--- src/hdl/lsq_pkg.sv ---
// Load/store queue shared definitions
// Widths, queue depths, opcodes and the memory bus command
`default_nettype none

package lsq_pkg;

	localparam int xlen      = 64;
	localparam int rob_depth = 32;
	localparam int prf_depth = 64;
	localparam int lq_depth  = 8;
	localparam int sq_depth  = 8;
	localparam int mem_tags  = 16;     // Tag 0 is never handed out by memory

	typedef logic [xlen-1:0]              word_t;
	typedef logic [$clog2(rob_depth)-1:0] rob_idx_t;
	typedef logic [$clog2(prf_depth)-1:0] prf_tag_t;
	typedef logic [$clog2(lq_depth)-1:0]  lq_idx_t;
	typedef logic [$clog2(sq_depth)-1:0]  sq_idx_t;
	typedef logic [$clog2(mem_tags)-1:0]  mem_tag_t;
	typedef logic [5:0]                   op_type_t;

	// Memory opcodes, everything else is ignored at dispatch
	localparam op_type_t op_ldq = 6'h29;
	localparam op_type_t op_stq = 6'h2d;

	typedef enum logic [1:0] {
		bus_none,
		bus_load,
		bus_store
	} bus_command_t;

endpackage

`default_nettype wire
--- src/hdl/lsq_ifs.sv ---
// Internal LSQ interfaces
// Dispatch to queues, store queue head to memory issue, and the
// load queue port shared with memory issue
`default_nettype none

interface alloc_if import lsq_pkg::*; ();
	logic     load_valid;   // One-cycle strobe, written at the next edge
	logic     store_valid;
	word_t    address;
	word_t    data;
	logic     data_ready;
	prf_tag_t data_tag;     // Producer of store data when not ready
	rob_idx_t rob_idx;
	prf_tag_t dest_tag;

	modport dispatch (output load_valid, store_valid, address, data, data_ready, data_tag,
		rob_idx, dest_tag);
	modport queue (input load_valid, store_valid, address, data, data_ready, data_tag,
		rob_idx, dest_tag);
endinterface

interface store_head_if import lsq_pkg::*; ();
	logic     head_valid;
	logic     head_data_ready;
	word_t    head_address;
	word_t    head_data;
	rob_idx_t head_rob_idx;
	logic     empty;
	logic     retire;       // Frees the head entry

	modport queue (output head_valid, head_data_ready, head_address, head_data,
		head_rob_idx, empty, input retire);
	modport issue (input head_valid, head_data_ready, head_address, head_data,
		head_rob_idx, empty, output retire);
endinterface

interface load_port_if import lsq_pkg::*; ();
	logic     pick_valid;
	lq_idx_t  pick_slot;
	word_t    pick_address;
	logic     result_valid;
	lq_idx_t  result_slot;
	word_t    result_value;
	prf_tag_t result_dest_tag;
	rob_idx_t result_rob_idx;
	logic     requested;    // Applies to pick_slot
	logic     fill_valid;
	lq_idx_t  fill_slot;
	word_t    fill_data;
	logic     result_taken;

	modport queue (output pick_valid, pick_slot, pick_address, result_valid, result_slot,
		result_value, result_dest_tag, result_rob_idx,
		input requested, fill_valid, fill_slot, fill_data, result_taken);
	modport issue (input pick_valid, pick_slot, pick_address, result_valid, result_slot,
		result_value, result_dest_tag, result_rob_idx,
		output requested, fill_valid, fill_slot, fill_data, result_taken);
endinterface

`default_nettype wire

--- src/hdl/lsq_top.sv ---
// Load/store queue top level
// Dispatch, load and store queues and memory issue for one thread
`default_nettype none

module lsq_top import lsq_pkg::*; (
	input  logic         clock,
	input  logic         reset,
	input  logic         inst_valid,
	input  op_type_t     inst_op_type,
	input  word_t        base,
	input  word_t        offset,
	input  word_t        store_data,
	input  logic         store_data_ready,
	input  rob_idx_t     rob_idx,
	input  prf_tag_t     dest_tag,
	input  logic         cdb_valid,
	input  prf_tag_t     cdb_tag,
	input  word_t        cdb_value,
	input  rob_idx_t     rob_head,
	input  logic         mispredict,
	input  mem_tag_t     mem_response,
	input  mem_tag_t     mem_tag_in,
	input  word_t        mem_data_in,
	output bus_command_t mem_command,
	output word_t        mem_address,
	output word_t        mem_data,
	output logic         result_valid,
	output word_t        result_value,
	output prf_tag_t     result_dest_tag,
	output rob_idx_t     result_rob_idx,
	output logic         lsq_full
);
	logic lq_full;
	logic sq_full;

	alloc_if      alloc ();
	store_head_if sq_head ();
	load_port_if  lq_port ();

	lsq_dispatch u_dispatch (.*);

	store_queue u_store_queue (
		.head (sq_head),
		.full (sq_full),
		.*
	);

	load_queue u_load_queue (
		.sq_head_rob_idx (sq_head.head_rob_idx),
		.sq_empty        (sq_head.empty),
		.port            (lq_port),
		.full            (lq_full),
		.*
	);

	mem_issue u_mem_issue (
		.head (sq_head),
		.port (lq_port),
		.*
	);

	assign lsq_full = lq_full || sq_full;

endmodule

`default_nettype wire

--- src/hdl/mem_issue.sv ---
// Memory issue and result select
// Chooses between the committing store and the picked load, tracks
// accepted load tags and forwards load results to the result port
`default_nettype none

module mem_issue import lsq_pkg::*; (
	input  logic          clock,
	input  logic          reset,
	input  rob_idx_t      rob_head,
	input  logic          mispredict,
	input  mem_tag_t      mem_response,
	input  mem_tag_t      mem_tag_in,
	input  word_t         mem_data_in,
	store_head_if.issue   head,
	load_port_if.issue    port,
	output bus_command_t  mem_command,
	output word_t         mem_address,
	output word_t         mem_data,
	output logic          result_valid,
	output word_t         result_value,
	output prf_tag_t      result_dest_tag,
	output rob_idx_t      result_rob_idx
);
	logic                store_go;
	logic                load_go;
	logic                accepted;
	logic [mem_tags-1:0] tag_valid;
	lq_idx_t             tag_slot [mem_tags];

	//////////////////////////////////////////////////////////////////////////
	// Request arbitration
	//////////////////////////////////////////////////////////////////////////
	// Store only at its commit, and it wins over any load
	assign store_go = head.head_valid && head.head_data_ready &&
		(head.head_rob_idx == rob_head) && !mispredict;
	assign load_go  = !store_go && port.pick_valid && !mispredict;
	assign accepted = (mem_response != '0);

	always_comb begin
		if (store_go)
			mem_command = bus_store;
		else if (load_go)
			mem_command = bus_load;
		else
			mem_command = bus_none;
	end

	assign mem_address = store_go ? head.head_address : port.pick_address;
	assign mem_data    = head.head_data;

	// Refused requests are simply offered again next cycle
	assign head.retire    = store_go && accepted;
	assign port.requested = load_go && accepted;

	//////////////////////////////////////////////////////////////////////////
	// Tag table
	//////////////////////////////////////////////////////////////////////////
	always_ff @(posedge clock) begin
		if (reset || mispredict) begin
			tag_valid <= '0;
		end else begin
			if (tag_valid[mem_tag_in])
				tag_valid[mem_tag_in] <= 1'b0;
			if (port.requested)
				tag_valid[mem_response] <= 1'b1;    // Reuse of a returning tag wins
		end
	end

	always_ff @(posedge clock) begin
		if (port.requested)
			tag_slot[mem_response] <= port.pick_slot;
	end

	assign port.fill_valid = tag_valid[mem_tag_in];
	assign port.fill_slot  = tag_slot[mem_tag_in];
	assign port.fill_data  = mem_data_in;

	// One result per cycle, always taken
	assign result_valid      = port.result_valid;
	assign result_value      = port.result_value;
	assign result_dest_tag   = port.result_dest_tag;
	assign result_rob_idx    = port.result_rob_idx;
	assign port.result_taken = port.result_valid;

endmodule

`default_nettype wire

--- src/hdl/load_queue.sv ---
// Load queue
// Unordered load slots; picks the lowest load that is older than every
// pending store, takes returned data and offers one result per cycle
`default_nettype none

module load_queue import lsq_pkg::*; (
	input  logic       clock,
	input  logic       reset,
	input  rob_idx_t   rob_head,
	input  logic       mispredict,
	alloc_if.queue     alloc,
	input  rob_idx_t   sq_head_rob_idx,
	input  logic       sq_empty,
	load_port_if.queue port,
	output logic       full
);
	logic [lq_depth-1:0]       valid;
	logic [lq_depth-1:0]       requested;
	logic [lq_depth-1:0]       filled;
	logic [lq_depth-1:0]       eligible;
	word_t                     address [lq_depth];
	word_t                     value [lq_depth];
	rob_idx_t                  rob_idx [lq_depth];
	prf_tag_t                  dest_tag [lq_depth];
	rob_idx_t                  load_age [lq_depth];
	rob_idx_t                  store_age;
	lq_idx_t                   free_slot;
	logic [$clog2(lq_depth):0] free_count;

	// Distance from the retire point, wraps with the ROB
	assign store_age = sq_head_rob_idx - rob_head;

	always_comb begin
		for (int i = 0; i < lq_depth; i++) begin
			load_age[i] = rob_idx[i] - rob_head;
			eligible[i] = valid[i] && !requested[i] && (sq_empty || load_age[i] < store_age);
		end
	end

	always_comb begin
		free_slot  = '0;
		free_count = '0;
		for (int i = lq_depth - 1; i >= 0; i--) begin
			if (!valid[i]) begin
				free_slot  = lq_idx_t'(i);
				free_count = free_count + 1'b1;
			end
		end
	end

	assign full = (free_count == 0) || (free_count == 1 && alloc.load_valid);

	//////////////////////////////////////////////////////////////////////////
	// Memory pick and result select, lowest slot wins
	//////////////////////////////////////////////////////////////////////////
	always_comb begin
		port.pick_valid  = |eligible;
		port.pick_slot   = '0;
		port.result_slot = '0;
		for (int i = lq_depth - 1; i >= 0; i--) begin
			if (eligible[i])
				port.pick_slot = lq_idx_t'(i);
			if (filled[i])
				port.result_slot = lq_idx_t'(i);
		end
	end

	assign port.pick_address    = address[port.pick_slot];
	assign port.result_valid    = |filled && !mispredict;    // Flushed loads never report
	assign port.result_value    = value[port.result_slot];
	assign port.result_dest_tag = dest_tag[port.result_slot];
	assign port.result_rob_idx  = rob_idx[port.result_slot];

	always_ff @(posedge clock) begin
		if (reset || mispredict) begin
			valid     <= '0;
			requested <= '0;
			filled    <= '0;
		end else begin
			if (alloc.load_valid) begin
				valid[free_slot]     <= 1'b1;
				requested[free_slot] <= 1'b0;
				filled[free_slot]    <= 1'b0;
			end
			if (port.requested)
				requested[port.pick_slot] <= 1'b1;
			if (port.fill_valid)
				filled[port.fill_slot] <= 1'b1;
			if (port.result_taken) begin      // Slot done
				valid[port.result_slot]  <= 1'b0;
				filled[port.result_slot] <= 1'b0;
			end
		end
	end

	always_ff @(posedge clock) begin
		if (alloc.load_valid) begin
			address[free_slot]  <= alloc.address;
			rob_idx[free_slot]  <= alloc.rob_idx;
			dest_tag[free_slot] <= alloc.dest_tag;
		end
		if (port.fill_valid)
			value[port.fill_slot] <= port.fill_data;
	end

endmodule

`default_nettype wire

--- src/hdl/store_queue.sv ---
// Store queue
// Circular buffer in program order; entries wait on the CDB for their
// data and leave from the head when memory takes them
`default_nettype none

module store_queue import lsq_pkg::*; (
	input  logic     clock,
	input  logic     reset,
	input  logic     cdb_valid,
	input  prf_tag_t cdb_tag,
	input  word_t    cdb_value,
	input  logic     mispredict,
	alloc_if.queue   alloc,
	store_head_if.queue head,
	output logic     full
);
	logic [sq_depth-1:0] valid;
	logic [sq_depth-1:0] data_ready;
	logic [sq_depth-1:0] cdb_hit;
	word_t               address [sq_depth];
	word_t               data [sq_depth];
	prf_tag_t            data_tag [sq_depth];
	rob_idx_t            rob_idx [sq_depth];
	sq_idx_t             head_ptr;
	sq_idx_t             tail_ptr;
	sq_idx_t             tail_next;
	logic                alloc_hit;

	assign tail_next = tail_ptr + 1'b1;

	// CDB may broadcast while the entry is still in the dispatch register
	assign alloc_hit = !alloc.data_ready && cdb_valid && (cdb_tag == alloc.data_tag);

	always_comb begin
		for (int i = 0; i < sq_depth; i++) begin
			cdb_hit[i] = valid[i] && !data_ready[i] && cdb_valid && (cdb_tag == data_tag[i]);
		end
	end

	// Counts the entry being written this cycle as taken
	assign full = valid[tail_ptr] || (alloc.store_valid && valid[tail_next]);

	//////////////////////////////////////////////////////////////////////////
	// Pointers and entry status
	//////////////////////////////////////////////////////////////////////////
	always_ff @(posedge clock) begin
		if (reset || mispredict) begin
			head_ptr   <= '0;
			tail_ptr   <= '0;
			valid      <= '0;
			data_ready <= '0;
		end else begin
			for (int i = 0; i < sq_depth; i++) begin
				if (cdb_hit[i])
					data_ready[i] <= 1'b1;
			end
			if (alloc.store_valid) begin
				valid[tail_ptr]      <= 1'b1;
				data_ready[tail_ptr] <= alloc.data_ready || alloc_hit;
				tail_ptr             <= tail_next;
			end
			if (head.retire) begin
				valid[head_ptr] <= 1'b0;
				head_ptr        <= head_ptr + 1'b1;
			end
		end
	end

	always_ff @(posedge clock) begin
		for (int i = 0; i < sq_depth; i++) begin
			if (cdb_hit[i])
				data[i] <= cdb_value;
		end
		if (alloc.store_valid) begin
			address[tail_ptr]  <= alloc.address;
			data[tail_ptr]     <= alloc_hit ? cdb_value : alloc.data;
			data_tag[tail_ptr] <= alloc.data_tag;
			rob_idx[tail_ptr]  <= alloc.rob_idx;
		end
	end

	// Head is always the oldest store
	assign head.head_valid      = valid[head_ptr];
	assign head.head_data_ready = data_ready[head_ptr];
	assign head.head_address    = address[head_ptr];
	assign head.head_data       = data[head_ptr];
	assign head.head_rob_idx    = rob_idx[head_ptr];
	assign head.empty           = !valid[head_ptr];

endmodule

`default_nettype wire

--- src/hdl/lsq_dispatch.sv ---
// LSQ dispatch stage
// Decodes one memory instruction per cycle, forms its address and
// registers the queue write; late store data is picked off the CDB
`default_nettype none

module lsq_dispatch import lsq_pkg::*; (
	input  logic     clock,
	input  logic     reset,
	input  logic     inst_valid,
	input  op_type_t inst_op_type,
	input  word_t    base,
	input  word_t    offset,
	input  word_t    store_data,
	input  logic     store_data_ready,
	input  rob_idx_t rob_idx,
	input  prf_tag_t dest_tag,
	input  logic     cdb_valid,
	input  prf_tag_t cdb_tag,
	input  word_t    cdb_value,
	input  logic     mispredict,
	alloc_if.dispatch alloc
);
	logic     is_load;
	logic     is_store;
	logic     cdb_hit;
	prf_tag_t data_tag;

	assign is_load  = inst_valid && (inst_op_type == op_ldq);
	assign is_store = inst_valid && (inst_op_type == op_stq);

	// Store data field holds the producer tag until the value is ready
	assign data_tag = prf_tag_t'(store_data);
	assign cdb_hit  = !store_data_ready && cdb_valid && (cdb_tag == data_tag);

	always_ff @(posedge clock) begin
		if (reset || mispredict) begin    // Dispatch in a flush cycle is dropped
			alloc.load_valid  <= 1'b0;
			alloc.store_valid <= 1'b0;
		end else begin
			alloc.load_valid  <= is_load;
			alloc.store_valid <= is_store;
		end
	end

	always_ff @(posedge clock) begin
		if (inst_valid) begin
			alloc.address    <= base + offset;
			alloc.data       <= cdb_hit ? cdb_value : store_data;
			alloc.data_ready <= store_data_ready || cdb_hit;
			alloc.data_tag   <= data_tag;
			alloc.rob_idx    <= rob_idx;
			alloc.dest_tag   <= dest_tag;
		end
	end

endmodule

`default_nettype wire

--- config.mk ---
export PLATFORM = sky130hd
export DESIGN_NAME = lsq_top
export DESIGN_NICKNAME = d
export VERILOG_FILES = /design/src/hdl/lsq_pkg.sv /design/src/hdl/lsq_ifs.sv /design/src/hdl/lsq_top.sv /design/src/hdl/mem_issue.sv /design/src/hdl/load_queue.sv /design/src/hdl/store_queue.sv /design/src/hdl/lsq_dispatch.sv
export SDC_FILE = /design/constraint.sdc
export NUM_CORES = 2
export LEC_CHECK = 0
export BUFFER_PORTS_ARGS = -buffer_cell sky130_fd_sc_hd__buf_2
export CORE_ASPECT_RATIO = 0.75
export CORE_MARGIN = 10
export CORE_UTILIZATION = 50
export CTS_CLUSTER_DIAMETER = 30
export DETAILED_ROUTE_END_ITERATION = 10
export PLACE_DENSITY = 0.71
export SYNTH_ARGS = -nofsm -noshare
export SYNTH_HDL_FRONTEND = slang
export SYNTH_SLANG_ARGS = --single-unit
--- constraint.sdc ---
create_clock -name clock -period 14.4 [get_ports clock]
set_input_delay 3.6 -clock clock [delete_from_list [all_inputs] [get_ports clock]]
set_output_delay 3.6 -clock clock [all_outputs]
set_load 0.05 [all_outputs]
Yosys cells after proc, flatten, opt, wreduce, memory -nomap -nowiden
Memory sizes are Yosys's and may differ from the RTL's. A register that Yosys moved wholly into a read port is not among the register bits.
Index checks and enable logic that the tools add are counted.
Widths: inputs -> output; s select.

operators by class
  $add $sub $neg = 19
  multiply operators = 0
  div/mod/pow operators = 0
  magnitude comparators = 25
  eq/ne operators = 14
  shift-type cells = 0
  multiplexer cells = 128
  bitwise operators = 15
  reductions and logical operators = 103

operators by type and width
  cell                 count
  $mux 64              3
  $mux 8               15
  $mux 3               30
  $add 64x64->64       1
  $logic_and 1x1->1    64
  $eq 6x6->1           10
  $mux 1               55
  $mux 16              3
  $sub 5x5->5          9
  $and 8x8->8          5
  $lt 5x5->1           8
  $or 8x8->8           4
  $lt 3x4->1 const B   7
  $mux 4               7
  $add 4x1->4 const B  6
  $not 8->8            3
  $logic_not 1->1      21
  $demux 1 s3          6
  $ge 3x1->1 const B   6
  $and 16x16->16       1
  $not 16->16          1
  $or 16x16->16        1
  $reduce_or 8->1      2
  $logic_or 1x1->1     14
  other kinds (14)     22

word-level totals
  register bits = 210
  bits in latches = 0
  RAM bits = 2272
  ROM bits = 0
  bits of input ports = 362
  output and inout port bits = 207
  word-level logic and storage cells = 329
  memories = 9

memory list
  memory                 words  bits a word  read ports  clocked after memory_dff  wr ports  RTL line           source
  u_load_queue.address   8      64           1           0                         1         load_queue.sv:21   word_t address [lq_depth];
  u_load_queue.value     8      64           1           0                         1         load_queue.sv:22   word_t value [lq_depth];
  u_store_queue.address  8      64           1           1                         1         store_queue.sv:20  word_t address [sq_depth];
  u_store_queue.data     8      64           1           1                         9         store_queue.sv:21  word_t data [sq_depth];
  u_load_queue.dest_tag  8      6            1           0                         1         load_queue.sv:24   prf_tag_t dest_tag [lq_depth];
  u_mem_issue.tag_slot   16     3            1           0                         1         mem_issue.sv:28    lq_idx_t tag_slot [mem_tags];
  3 more memories        --     --           --          --                        --        --

Longest topological paths before layout
  depth in word-level cells = 21
  gate-level depth with buffers = 22
  gate-level depth less buffers = 17

Hierarchy
From an unflattened synthesis, not the netlist that was laid out.

unflattened totals
  cell total of the unflattened synthesis = 6294
  area total of the unflattened synthesis = 110418.4 µm²

modules (own cells, without submodules)
  module        times used  cells each  area each (µm²)  seq. area each (µm²)
  store_queue   1           2377        49780.2          33892.5
  load_queue    1           2651        46024.1          33872.5
  lsq_dispatch  1           782         9112.5           4424.2
  mem_issue     1           483         5495.3           1761.7
  lsq_top       1           1           6.3              0.0

Worst setup path after synthesis
No wires, ideal clock.

  path kind = input port to flip-flop
  start = input cdb_tag[4]
  end = register u_store_queue.data_ready[5]
  library setup time = 0.095 ns
  data arrival time = 11.481 ns
  data required time = 14.305 ns
  setup slack = 2.825 ns
  cell stages on the path = 6
  path buffers = 1
  cell sequence = clkbuf_1 xnor2_1 nand3_1 o41ai_1 o21ai_0 a21oi_1

between the ends
  word-level cells in the longest chain between the ends = 6
  elaborated cells on any way between the ends = 9
  those cells by class = eq/ne: 2; mux: 4; reduce/logical: 3

RTL lines
  what                           RTL line           source
  start, declared                lsq_top.sv:17      input prf_tag_t cdb_tag,
  $eq 6x6->1                     store_queue.sv:36  cdb_hit[i] = valid[i] && !data_ready[i] && cdb_valid && (cdb_tag == data_tag[i]);
  $logic_and 1x1->1              store_queue.sv:36
  $mux 1                         store_queue.sv:54  if (cdb_hit[i])
  $mux 1                         store_queue.sv:47  if (reset || mispredict) begin
  $bwmux 8                       store_queue.sv:59  data_ready[tail_ptr] <= alloc.data_ready || alloc_hit;
  $mux 8 *                       store_queue.sv:57  if (alloc.store_valid) begin
  end signal, assigned by index  store_queue.sv:59
  end, declared                  store_queue.sv:18  logic [sq_depth-1:0] data_ready;

Every way passes the cells marked *; elsewhere a longest branch is shown, timed or not. The select of a mux whose other input is x is not followed.
A chain may end at the register's enable or synchronous reset.

Worst setup path in the final report
  start = input rob_head[0]
  end = output mem_address[47]

between the ends
  word-level cells in the longest chain between the ends = 14
  elaborated cells on any way between the ends = 46
  those cells by class = add/sub: 9; order compare: 8; eq/ne: 1; mux: 9; reduce/logical: 18; memory: 1

RTL lines
  what                                   RTL line                            source
  start, declared                        lsq_top.sv:19                       input rob_idx_t rob_head,
  $sub 5x5->5, on equally long branches  load_queue.sv:35, load_queue.sv:31
  $lt 5x5->1                             load_queue.sv:36                    eligible[i] = valid[i] && !requested[i] && (sq_empty || load_age[i] < store_age);
  $logic_or 1x1->1                       load_queue.sv:36
  $logic_and 1x1->1                      load_queue.sv:36
  $mux 3 (8 in a row)                    load_queue.sv:61                    if (eligible[i])
  $mem_v2 8x64                           --
  $mux 64 *                              mem_issue.sv:48                     assign mem_address = store_go ? head.head_address : port.pick_address;
  end, declared                          lsq_top.sv:25                       output word_t mem_address,

Every way passes the cells marked *; elsewhere a longest branch is shown, timed or not.

==> qor.yml <==
drc: 0
worst_pin_slew_ns: 1.22
synth_top_area_share_pct: 69.0
dieArea_um2: 229000
ys_seq_elements: 2485
finalCritPeriodShare_pct: 87.5
synth_area_per_cell_um2: 16.6
min_path_type: "reg -> reg"
grtUsageMet2_pct: 38.0
slew_headroom_pct: 18.1
p_leak_nw: 42.9
cts_buffers: 419
clock-root-buffer: "clkbuf_16"
p_total_w: 0.0189
fin_crit_ns: 12.59
setup_tns_ns: 0
maxCapViolCount: 0
holdWs_ns: 0.459
vias: 62500
clock_path_buffers: 4
synth_cell_types: 86
rows: 145
cts_tree: "built"
max_freq_mhz: 79.4
synth_edf_count: 2418
syn_area_um2: 105000
antenna_found_initial: 50
initial_utilization_pct: 50.4
place_congestion: 0.869
final_common_cell: "edfxtp_1"
wl_per_cell_um: 27.7
ctsResizeCount: 0
status: "finished clean"
slew_violations: 0
crit_chain: "buf_2 > ha_1 > inv_2 > fa_1 > xnor2_1 > ha_1 > nor2_1 > a21oi_1 > maj3_1 > a31oi_2 > nor2_1 > a22o_1 > or2_1 > o21ai_4 > buf_4 > o221a_1 > buf_2"
io_pins: 569
drive_gt1_share_pct: 31.9
firstDrtPassIters: 8
yosysWarningCount: 0
finClkSkew_ns: 0.0899
seq_area_frac_synth_pct: 70.3
cp_max_fo: 25
slowest_delay_ns: 0.67
critical_path.slowest_cell: "xnor2_1"
die_h_um: 417
synth.largest_area_cell: "edfxtp_1"
grt_use_met1_pct: 33.4
grt_max_degree: 205
finalHoldViolations: 0
synth_ff_type: "edfxtp_1"
finalSetupViolations: 0
grt_pass1_vias: 63400
met3_usage_pct: 5.40
yosys-top-cells-area: "edfxtp_1 (69%), mux2_2 (6.9%), mux4_2 (6.3%), nand2_1 (2.9%), a21oi_1 (1.6%)"
cts.sinks: 2485
areaGrowthSynthToFinish_pct: 19.6
dp_hpwl_mm: 161
vdd_drop_max_v: 0.000123
async_flop_share_pct: 0
nets: 7603
dieWidth_um: 550
grt_pass1_wl_mm: 419
syn-instance-count: 6354
ctsHoldBuffers: 0
viasPerCell: 6.09
core_um2: 209000
grt.busiest_layer: "met2"
h-tree-depth: 5
cp-start-kind: "input pin"
clock_latency_ns: 0.92
cp_data_arrival_time_ns: 8.99
io_buffers: 568
overflow: 0
post_cts_buffers: 0
path_class: "in -> out"
final_util_pct: 60.3
clk_pin_slew_worst_paths_ns: 0.05
powerDensity_nw_per_um2: 150
required_ns: 10.80
end_kind: "output pin"
drtAntennaViolNets: 0
drt_iter0_drc: 7228
rsz0062_at_grt: "no"
routed_wirelength_mm: 284
final_cell_mix: "edfxtp_1 (2418), nand2_1 (803), mux2_2 (648)"
grt_usage_pct: 24.1
final timing paths:
check,end,start,slack [ns],cells past startpoint
max,mem_address[47],rob_head[0],1.81,17
min,u_mem_issue.tag_valid[0]$_SDFF_PP0_,u_mem_issue.tag_valid[0]$_SDFF_PP0_,0.46,1
max reg2reg,u_mem_issue.tag_slot[13][0]$_DFFE_PP_,flip-flop,7.95,17
min reg2reg,u_mem_issue.tag_valid[0]$_SDFF_PP0_,u_mem_issue.tag_valid[0]$_SDFF_PP0_,0.46,1
cell usage after synthesis (13+ instances only):
library cell	instances
a21oi_1	335
nand2b_1	31
xnor2_1	106
xor2_1	65
buf_2	64
a22oi_1	101
nand2_1	803
edfxtp_1	2418
a211oi_1	17
nand3_1	82
a222oi_1	128
o21ai_0	78
nor2b_1	16
dfxtp_1	67
clkbuf_1	243
or4_1	25
mux2i_1	71
mux4_2	292
buf_1	37
nor2_1	148
inv_1	87
mux2_2	648
nor4_1	13
nor3_1	23
o221a_1	64
a21o_1	56
ha_1	134
sequential cells by signal, indices dropped and copies added, names as in the netlist, 8 cells and up, named ones only:
signal / flops
u_store_queue.data: 512
u_store_queue.valid: 8
u_store_queue.rob_idx: 40
u_store_queue.data_tag: 48
u_mem_issue.tag_valid: 16
u_dispatch.alloc.address: 64
u_load_queue.dest_tag: 48
u_load_queue.rob_idx: 40
u_store_queue.address: 512
u_load_queue.requested: 8
u_store_queue.data_ready: 8
u_load_queue.value: 512
u_load_queue.filled: 8
u_dispatch.alloc.data: 64
u_load_queue.address: 512
u_load_queue.valid: 8
u_mem_issue.tag_slot: 48
logic make-up (layout without fill, tap and decap cells):
family | after synthesis | in the layout | share of synthesized area, %
flops | 2485 | 2485 | 70.3
fa+ha+maj | 152 | 152 | 1.86
other cells | 1 | 24 | 0.00357
simple gates | 1217 | 1217 | 4.97
mux | 1012 | 1012 | 13.9
buf+inv | 437 | 1530 | 1.65
xor+xnor | 171 | 171 | 1.42
compound gates | 879 | 879 | 5.91
final cells by class:
class | count | area, µm²
diodes | 21 | 52.6
clock buffers | 466 | 10700
clock inverters | 307 | 3690
fillers | 15000 | 83000
inverters | 88 | 355
multi-input cells | 3434 | 29800
flip-flops and latches | 2485 | 74000
well taps | 2793 | 3490
repair buffers | 669 | 3700
where the power goes:
group          internal, W  switching (W)
Sequential         0.00812       0.000183
Clock              0.00647        0.00361
Combinational     0.000206       0.000274
layer usage:
| layer | vias to the layer above | part of all wire, % |
|---|---|---|
| met2 | 3273 | 47 |
| met5 | - | 0.093 |
| met3 | 553 | 9.3 |
| li1 | 26800 | - |
| met1 | 31800 | 40 |
| met4 | 36 | 3.0 |
worst max-delay path, delay by kind of cell:
family          cells  cell delay, ns
compound gates      5            1.53
xor+xnor            1            0.67
fa+ha+maj           4            1.36
buf+inv             4            1.08
simple gates        3            0.70
through the flow:
step	instances	cell area, µm²	worst slack, ns
after CTS	10200	126000	1.79
after detailed placement	9469	111000	1.88
final	10300	126000	1.81
after global routing	10300	126000	1.54
after global placement	9469	111000	1.97
after floorplan	6356	105000	2.82
Power figures use the tool's default switching activity.
